==> config.mk <==
export PLATFORM = sky130hd
export DESIGN_NAME = mm_tile_top
export DESIGN_NICKNAME = d
export VERILOG_FILES = /design/src/mm_tile_pkg.sv /design/src/mm_tile_top.sv /design/src/mm_tile_fsm.sv /design/src/mm_mac_array.sv /design/src/mm_w_buffer.sv /design/src/mm_step_counter.sv
export SDC_FILE = /design/constraint.sdc
export NUM_CORES = 2
export LEC_CHECK = 0
export BUFFER_PORTS_ARGS = -buffer_cell sky130_fd_sc_hd__buf_2
export CAP_MARGIN = 5
export CORE_ASPECT_RATIO = 1.5
export CORE_UTILIZATION = 45
export CTS_BUF_LIST = sky130_fd_sc_hd__clkbuf_4 sky130_fd_sc_hd__clkbuf_8 sky130_fd_sc_hd__clkbuf_16
export DETAILED_ROUTE_END_ITERATION = 8
export GPL_ROUTABILITY_DRIVEN = 0
export HOLD_SLACK_MARGIN = 0.05
export PLACE_DENSITY_LB_ADDON = 0.05
export SYNTH_ARGS = -nofsm -noshare
export SYNTH_HDL_FRONTEND = slang
export SYNTH_SLANG_ARGS = --single-unit
==> constraint.sdc <==
create_clock -name clk_i -period 4.7 [get_ports clk_i]
set_clock_uncertainty 0.1 [all_clocks]
set_input_delay 0.235 -clock clk_i [delete_from_list [all_inputs] [get_ports clk_i]]
set_output_delay 0.235 -clock clk_i [all_outputs]
set_load 0.01 [all_outputs]
==> src/mm_tile_pkg.sv <==
// Shared sizes and control structs for the mm_tile engine, imported by every RTL module
package mm_tile_pkg;

  // Datapath sizes
  localparam int unsigned ELEM_W    = 8;                              // Unsigned element width
  localparam int unsigned ARRAY_H   = 4;                              // Rows of W, MAC lanes
  localparam int unsigned DEPTH_D   = 8;                              // Columns per row
  localparam int unsigned ROW_BUS_W = DEPTH_D * ELEM_W;               // One W row or x vector
  localparam int unsigned ACC_W     = 2 * ELEM_W + $clog2(DEPTH_D) + 1; // Eight 16-bit products

  // Control field widths
  localparam int unsigned CNT_W  = $clog2(DEPTH_D) + 1;  // Counts up to DEPTH_D
  localparam int unsigned ROWS_W = $clog2(ARRAY_H);      // Row leftover, 0 means full
  localparam int unsigned COLS_W = $clog2(DEPTH_D);      // Column leftover, 0 means full

  // Tile configuration, sampled with start
  typedef struct packed {
    logic [ROWS_W-1:0] rows_lftovr; // Rows to load, 0 selects ARRAY_H
    logic [COLS_W-1:0] cols_lftovr; // Valid columns, 0 selects DEPTH_D
  } tile_cfg_t;

  // Weight buffer strobes
  typedef struct packed {
    logic              load;        // Write one row from the bus
    logic              shift;       // Move all rows toward element 0
    logic [COLS_W-1:0] cols_lftovr; // Column mask for the row write
  } w_buffer_ctrl_t;

  // MAC lane strobes
  typedef struct packed {
    logic init; // Load x, zero accumulators
    logic acc;  // Multiply-accumulate and shift x
  } mac_ctrl_t;

endpackage : mm_tile_pkg
==> src/mm_tile_top.sv <==
// Top level of the mm_tile engine; connects the sequencer, step counter, weight buffer and lanes
`timescale 1ns/10ps

module mm_tile_top import mm_tile_pkg::*; (
  input  logic                          clk_i,
  input  logic                          rst_ni,
  input  logic                          start_i,  // Tile start pulse
  input  tile_cfg_t                     cfg_i,    // Sampled with start_i
  input  logic [ROW_BUS_W-1:0]          x_data_i, // Sampled with start_i
  input  logic                          w_valid_i,
  input  logic [ROW_BUS_W-1:0]          w_data_i, // Sampled with w_valid_i
  output logic                          busy_o,
  output logic                          done_o,   // One cycle at tile end
  output logic [ARRAY_H-1:0][ACC_W-1:0] result_o
);

  logic                           cnt_clear;
  logic                           cnt_en;
  logic [CNT_W-1:0]               cnt_limit;
  logic [CNT_W-1:0]               count;    // Doubles as the row pointer
  logic                           cnt_last;
  w_buffer_ctrl_t                 w_ctrl;
  mac_ctrl_t                      mac_ctrl;
  logic [ARRAY_H-1:0][ELEM_W-1:0] w_col;    // Buffer head column

  mm_tile_fsm mm_tile_fsm_i (
    .clk_i       ( clk_i     ),
    .rst_ni      ( rst_ni    ),
    .start_i     ( start_i   ),
    .cfg_i       ( cfg_i     ),
    .w_valid_i   ( w_valid_i ),
    .last_i      ( cnt_last  ),
    .cnt_clear_o ( cnt_clear ),
    .cnt_en_o    ( cnt_en    ),
    .cnt_limit_o ( cnt_limit ),
    .w_ctrl_o    ( w_ctrl    ),
    .mac_ctrl_o  ( mac_ctrl  ),
    .busy_o      ( busy_o    ),
    .done_o      ( done_o    )
  );

  mm_step_counter mm_step_counter_i (
    .clk_i   ( clk_i     ),
    .rst_ni  ( rst_ni    ),
    .clear_i ( cnt_clear ),
    .en_i    ( cnt_en    ),
    .limit_i ( cnt_limit ),
    .count_o ( count     ),
    .last_o  ( cnt_last  )
  );

  // Accepted start clears the buffer together with the lane init
  mm_w_buffer mm_w_buffer_i (
    .clk_i      ( clk_i         ),
    .rst_ni     ( rst_ni        ),
    .clear_i    ( mac_ctrl.init ),
    .ctrl_i     ( w_ctrl        ),
    .row_i      ( count         ),
    .w_buffer_i ( w_data_i      ),
    .w_buffer_o ( w_col         )
  );

  mm_mac_array mm_mac_array_i (
    .clk_i   ( clk_i    ),
    .rst_ni  ( rst_ni   ),
    .ctrl_i  ( mac_ctrl ),
    .x_i     ( x_data_i ),
    .w_col_i ( w_col    ),
    .acc_o   ( result_o )
  );

endmodule : mm_tile_top

==> src/mm_tile_fsm.sv <==
// Tile sequencer stepping through idle, load, shift and done; drives all datapath strobes
`timescale 1ns/10ps

module mm_tile_fsm import mm_tile_pkg::*; (
  input  logic             clk_i,
  input  logic             rst_ni,
  input  logic             start_i,     // Honoured only in idle
  input  tile_cfg_t        cfg_i,
  input  logic             w_valid_i,   // Row strobe, honoured only in load
  input  logic             last_i,      // From the step counter
  output logic             cnt_clear_o,
  output logic             cnt_en_o,
  output logic [CNT_W-1:0] cnt_limit_o,
  output w_buffer_ctrl_t   w_ctrl_o,
  output mac_ctrl_t        mac_ctrl_o,
  output logic             busy_o,
  output logic             done_o
);

  typedef enum logic [1:0] {
    IDLE,  // Waiting for start
    LOAD,  // Collecting W rows
    SHIFT, // DEPTH_D accumulate steps
    DONE   // One-cycle result strobe
  } state_e;

  state_e           state_q, state_d;
  tile_cfg_t        cfg_q;   // Config of the running tile
  logic [CNT_W-1:0] row_cnt; // Rows expected in load

  // Zero leftover means all ARRAY_H rows
  assign row_cnt = (cfg_q.rows_lftovr == '0) ? CNT_W'(ARRAY_H) : CNT_W'(cfg_q.rows_lftovr);

  always_comb begin
    state_d              = state_q;
    cnt_clear_o          = 1'b0;
    cnt_en_o             = 1'b0;
    cnt_limit_o          = row_cnt;           // Load limit by default
    w_ctrl_o.load        = 1'b0;
    w_ctrl_o.shift       = 1'b0;
    w_ctrl_o.cols_lftovr = cfg_q.cols_lftovr;
    mac_ctrl_o.init      = 1'b0;
    mac_ctrl_o.acc       = 1'b0;
    unique case (state_q)
      IDLE: begin
        if (start_i) begin
          mac_ctrl_o.init = 1'b1;             // Also clears the buffer in the top
          cnt_clear_o     = 1'b1;
          state_d         = LOAD;
        end
      end
      LOAD: begin
        w_ctrl_o.load = w_valid_i;            // One row per strobe
        cnt_en_o      = w_valid_i;
        if (last_i) begin
          cnt_clear_o = 1'b1;                 // Reuse counter for shifts
          state_d     = SHIFT;
        end
      end
      SHIFT: begin
        cnt_limit_o    = CNT_W'(DEPTH_D);
        cnt_en_o       = 1'b1;
        w_ctrl_o.shift = 1'b1;
        mac_ctrl_o.acc = 1'b1;
        if (last_i) begin
          cnt_clear_o = 1'b1;
          state_d     = DONE;
        end
      end
      DONE: begin
        state_d = IDLE;                       // Results stay in the lanes
      end
      default: begin
        state_d = IDLE;
      end
    endcase
  end

  always_ff @(posedge clk_i or negedge rst_ni) begin
    if (!rst_ni) begin
      state_q <= IDLE;
      cfg_q   <= '0;
    end else begin
      state_q <= state_d;
      if (state_q == IDLE && start_i) begin
        cfg_q <= cfg_i;                       // Sampled with start
      end
    end
  end

  assign busy_o = (state_q == LOAD) || (state_q == SHIFT); // Low again in done
  assign done_o = (state_q == DONE);

endmodule : mm_tile_fsm

==> src/mm_mac_array.sv <==
// x shift register and ARRAY_H multiply-accumulate lanes that form the tile result
`timescale 1ns/10ps

module mm_mac_array import mm_tile_pkg::*; (
  input  logic                          clk_i,
  input  logic                          rst_ni,
  input  mac_ctrl_t                     ctrl_i,
  input  logic [ROW_BUS_W-1:0]          x_i,     // x vector, taken on init
  input  logic [ARRAY_H-1:0][ELEM_W-1:0] w_col_i, // Head column of the weight buffer
  output logic [ARRAY_H-1:0][ACC_W-1:0] acc_o    // One dot product per lane
);

  logic [DEPTH_D-1:0][ELEM_W-1:0]   x_q;   // x vector with the head at element 0
  logic [ARRAY_H-1:0][ACC_W-1:0]    acc_q; // Running sums
  logic [ARRAY_H-1:0][2*ELEM_W-1:0] prod;  // Per-lane product this step

  // Every lane multiplies by the same x element
  always_comb begin
    for (int h = 0; h < ARRAY_H; h++) begin
      prod[h] = w_col_i[h] * x_q[0]; // Full 16-bit product
    end
  end

  // x register loaded on init and shifted on acc
  always_ff @(posedge clk_i) begin
    if (ctrl_i.init) begin
      x_q <= x_i;                                     // Sample x with start
    end else if (ctrl_i.acc) begin
      x_q <= {{ELEM_W{1'b0}}, x_q[DEPTH_D-1:1]};      // Next element to the head
    end
  end

  // Accumulators cleared per tile
  always_ff @(posedge clk_i or negedge rst_ni) begin
    if (!rst_ni) begin
      acc_q <= '0;
    end else if (ctrl_i.init) begin
      acc_q <= '0;                                    // New tile
    end else if (ctrl_i.acc) begin
      for (int h = 0; h < ARRAY_H; h++) begin
        acc_q[h] <= acc_q[h] + ACC_W'(prod[h]);       // Never overflows at 8 steps
      end
    end
  end

  assign acc_o = acc_q; // Held between tiles

endmodule : mm_mac_array

==> src/mm_w_buffer.sv <==
// Weight buffer holding one W tile that is written row by row and shifted out by column
`timescale 1ns/10ps

module mm_w_buffer import mm_tile_pkg::*; (
  input  logic                           clk_i,
  input  logic                           rst_ni,
  input  logic                           clear_i,    // Zero the whole tile
  input  w_buffer_ctrl_t                 ctrl_i,
  input  logic [CNT_W-1:0]               row_i,      // Row pointer for load
  input  logic [ROW_BUS_W-1:0]           w_buffer_i, // Incoming W row
  output logic [ARRAY_H-1:0][ELEM_W-1:0] w_buffer_o  // Head column, one element per row
);

  logic [ARRAY_H-1:0][DEPTH_D-1:0][ELEM_W-1:0] w_buffer_q; // Row-major tile storage
  logic [CNT_W-1:0]                            depth;      // Valid columns of this tile

  // Zero leftover means a full row
  assign depth = (ctrl_i.cols_lftovr == '0) ? CNT_W'(DEPTH_D) : CNT_W'(ctrl_i.cols_lftovr);

  // Storage where clear beats load beats shift
  always_ff @(posedge clk_i or negedge rst_ni) begin
    if (!rst_ni) begin
      w_buffer_q <= '0;
    end else if (clear_i) begin
      w_buffer_q <= '0;                                  // Fresh tile
    end else if (ctrl_i.load) begin
      for (int h = 0; h < ARRAY_H; h++) begin
        if (row_i == CNT_W'(h)) begin                    // Only the addressed row
          for (int d = 0; d < DEPTH_D; d++) begin
            w_buffer_q[h][d] <= (CNT_W'(d) < depth) ?
                                w_buffer_i[d*ELEM_W +: ELEM_W] : '0; // Mask past depth
          end
        end
      end
    end else if (ctrl_i.shift) begin
      for (int h = 0; h < ARRAY_H; h++) begin
        w_buffer_q[h] <= {{ELEM_W{1'b0}}, w_buffer_q[h][DEPTH_D-1:1]}; // Toward element 0
      end
    end
  end

  // Element 0 of every row feeds its lane
  always_comb begin
    for (int h = 0; h < ARRAY_H; h++) begin
      w_buffer_o[h] = w_buffer_q[h][0];
    end
  end

endmodule : mm_w_buffer

==> src/mm_step_counter.sv <==
// Clearable step counter shared by the load and shift phases of the tile sequencer
`timescale 1ns/10ps

module mm_step_counter import mm_tile_pkg::*; (
  input  logic             clk_i,
  input  logic             rst_ni,
  input  logic             clear_i, // Back to zero, wins over en_i
  input  logic             en_i,    // Count one step
  input  logic [CNT_W-1:0] limit_i, // Steps in the current phase
  output logic [CNT_W-1:0] count_o, // Steps taken so far
  output logic             last_o   // This step is the final one
);

  logic [CNT_W-1:0] count_q;

  always_ff @(posedge clk_i or negedge rst_ni) begin
    if (!rst_ni) begin
      count_q <= '0;
    end else if (clear_i) begin
      count_q <= '0;
    end else if (en_i) begin
      count_q <= count_q + CNT_W'(1);
    end
  end

  // Only an enabled step can be the last one
  assign last_o  = en_i && (count_q == limit_i - CNT_W'(1));
  assign count_o = count_q;

endmodule : mm_step_counter

==> impl_metrics.csv <==
group,metric,value,unit
status,status,"complete, but fails checks",
status,violations,"setup timing",
final_layout,multiInputGateArea,0.01611,mm^2
worst_setup_path,ff2ff_path_depth,15,
clocking,h-tree-depth,2,
flow_run,maxCapViolCount,0,
final_layout,synthToLayoutAreaGrowth,20.63,%
clocking,cts_buffer_depth,3,
sta,slew_violations,0,
global_route,grt_pass1_wl,132400,um
global_route,met3_usage,3.148,%
worst_setup_path,worst_path_largest_cell_delay,550,ps
final_layout,nNetsFinal,4088,
final_layout,n_fill_cell,5826,
sta,fin_ws,-72.44,ps
route,drtIter0Drc,1350,
worst_setup_path,worst-path-max-fanout,5,
logic_synthesis,synth_nets,3733,
route,wire_per_inst,18.88,um
floorplan,ioPinCount,219,
hold_path,min_path_type,"input pin to flop",
logic_synthesis,synth_most_common_cell,"nand2_1",
final_layout,layout-drive-gt1-share,15.70,%
worst_setup_path,crit_top_cell,"fa_1",
worst_setup_path,critPathLaunch,"mm_mac_array_i.x_q[0]",
clocking,cts.clk_slew.worst_paths,60,ps
logic_synthesis,synth_common_cells,"nand2_1 (639), o21ai_0 (407), inv_1 (402)",
final_layout,stdcell_area,0.03429,mm^2
route,routed_wl,83330,um
logic_synthesis,yosys.area.top_type,"dfrtp_1",
worst_setup_path,crit_chain,"nand2_1 -> fa_1 -> inv_1 -> fa_1 -> fa_1 -> inv_1 -> fa_1 -> inv_2 -> ha_4 -> a2111oi_4 -> o21ai_2 -> a311o_1 -> and3b_1 -> or3_1 -> a32o_1",
route,dr.pass1.iters,5,
logic_synthesis,yosysWarnings,0,
sta,fmax,0.2095,GHz
global_route,grt.total_usage,26.45,%
logic_synthesis,synth_area_leaders,"dfrtp_1 (31%), fa_1 (14%), nand2_1 (8.4%), ha_1 (7.7%), o21ai_0 (7.2%)",
route,viasPerCell,5.280,
sta,rsz0062_at_grt,"true",
clocking,cts-root-buf,"clkbuf_16",
route,drc,0,
global_route,grt_max_degree,161,
floorplan,core_area,0.06236,mm^2
logic_synthesis,netlist_area,0.02842,mm^2
logic_synthesis,ys_ff_latch,411,
worst_setup_path,arrival,5140,ps
place,dp_hpwl,62490,um
logic_synthesis,async_flop_share,84.43,%
place,io_buffers,218,
worst_setup_path,path_class,"flop to flop",
worst_setup_path,cp-start-kind,"flop",
clocking,cts_tree,"done",
worst_setup_path,rrSetupSlack,-70,ps
route,postRouteAntennaNets,0,
sta,period_share,101.5,%
worst_setup_path,cpMaxStageDelayCell,"fa_1",
logic_synthesis,syn_inst,3222,
sta,worst_slew_pin_slew,1023,ps
sta,worst_hold_slack,86.63,ps
sta,setup_viol,1,
worst_setup_path,r2r-start,"mm_mac_array_i.x_q[0]",
logic_synthesis,synth_edf_count,64,
clocking,numCtsBuffers,44,
route,via_count,23300,
floorplan,die_y,309.8,um
clocking,clkLatencyLatePin,600,ps
logic_synthesis,ys_types,69,
place,placed_area,0.03111,mm^2
final_layout,fin_util,54.98,%
sta,slew-limit-headroom,31.27,%
worst_setup_path,endpoint,"mm_mac_array_i.acc_o[37]",
global_route,grt_pass1_vias,24680,
worst_setup_path,rr_endpoint,"mm_mac_array_i.acc_o[37]",
global_route,grtUsageMet1,29.72,%
global_route,grt_busiest_layer,"met2",
floorplan,die_w,207.2,um
floorplan,start_util,45.58,%
worst_setup_path,end_kind,"flop",
floorplan,rows,112,
logic_synthesis,synthFlopType,"dfrtp_1",
global_route,overflow,0,
sta,hold_violations,0,
clocking,clock_sinks,411,
sta,fin_crit,4772,ps
logic_synthesis,yosysTopAreaCellShare,30.55,%
worst_setup_path,cp.required,5070,ps
final_layout,register_area,0.01061,mm^2
global_route,gr-usage-met2,49.16,%
logic_synthesis,seq_area_frac_synth,37.31,%
floorplan,dieArea,0.06419,mm^2
logic_synthesis,synth.avg_cell_area,8.822,um^2
global_route,antenna_found_initial,5,
[metrics by stage]
stage	setup slack (ps)	std cells	TNS (ps)
after floorplan	44.96	3222	0
after global placement	-75.14	4211	-81.51
after detailed placement	-141.6	4211	-386.7
after CTS	-55.80	4397	-132.0
after global routing	-266.3	4413	-1966
final	-72.44	4414	-72.44
[worst min-delay path by stage]
stage / startpoint / end / slack (ps) / cells past startpoint
after floorplan: rst_ni / mm_mac_array_i.acc_o[0] / -160 / 0
after global placement: rst_ni / mm_mac_array_i.acc_o[74] / 130 / 1
after detailed placement: rst_ni / mm_mac_array_i.acc_o[74] / 130 / 1
after CTS: w_data_i[51] / mm_w_buffer_i.w_buffer_q[115] / 50 / 5
after global routing: w_data_i[57] / mm_w_buffer_i.w_buffer_q[121] / 70 / 3
final: w_data_i[57] / mm_w_buffer_i.w_buffer_q[121] / 90 / 3
[cells in the final DEF, fill, tap and decap left out, types with 37 or more instances in the layout]
| master | netlist | final |
|---|---|---|
| clkbuf_16 | 0 | 44 |
| nor2_1 | 131 | 127 |
| a21oi_1 | 141 | 127 |
| dlygate4sd3_1 | 0 | 102 |
| dfrtp_1 | 347 | 343 |
| and2_1 | 132 | 129 |
| buf_2 | 30 | 217 |
| o21ai_0 | 407 | 390 |
| o21ai_1 | 32 | 44 |
| fa_1 | 200 | 194 |
| edfxtp_1 | 64 | 64 |
| inv_1 | 402 | 398 |
| mux2i_1 | 37 | 37 |
| buf_4 | 0 | 150 |
| nand2_1 | 639 | 632 |
| ha_1 | 174 | 159 |
[routing by layer]
metal,vias up,wire [um]
li1,11230,-
met1,11310,32250
met2,572,43670
met3,194,3027
met4,2,4364
met5,-,17
[critical path: cells and delay by family, from the launching register on]
family,cells,cell delay (ps)
AOI/OAI and AO/OA,4,1070
buffers and inverters,3,150
DFF,1,510
and+or+nand+nor,3,620
adders and majority gates,5,2230
[area by class of cell]
type | instances | share of cell area, %
antenna | 5 | 0.03649
clock buffer | 54 | 3.540
clock inverter | 26 | 0.8430
inverter | 403 | 4.412
multi-input combinational | 2226 | 47.00
sequential | 411 | 30.95
tap | 798 | 2.912
timing repair buffer | 491 | 10.32
[state kept, by name, indices dropped and copies added, names as in the netlist]
register / cells
mm_mac_array_i.x_q: 64
mm_step_counter_i.count_o: 4
mm_tile_fsm_i.w_ctrl_o: 3
mm_mac_array_i.acc_o: 80
mm_w_buffer_i.w_buffer_q: 224
mm_tile_fsm_i.state_q: 2
mm_w_buffer_i.w_buffer_o: 32
mm_tile_fsm_i.cfg_q: 2
[cell families after synthesis]
kind of cell    after synthesis  synth area share, %
flops                       411                37.31
buf+inv                     585                7.858
mux                          38                1.343
compound gates              749                14.87
simple gates               1027                15.70
fa+ha+maj                   374                21.75
xor+xnor                     38                1.171
[what timing repair did]
item / in CTS / in global routing
gates resized for setup: 10 / 119
buffers inserted: 4 / 12
pin swaps: 7 / 33
hold endpoints to repair: 273 / 0
setup endpoints to repair: 12 / 36
hold buffers: 102 / 0
Power is not shown: default switching activity piles up to over one toggle a cycle in this logic, so the estimate is an artifact.
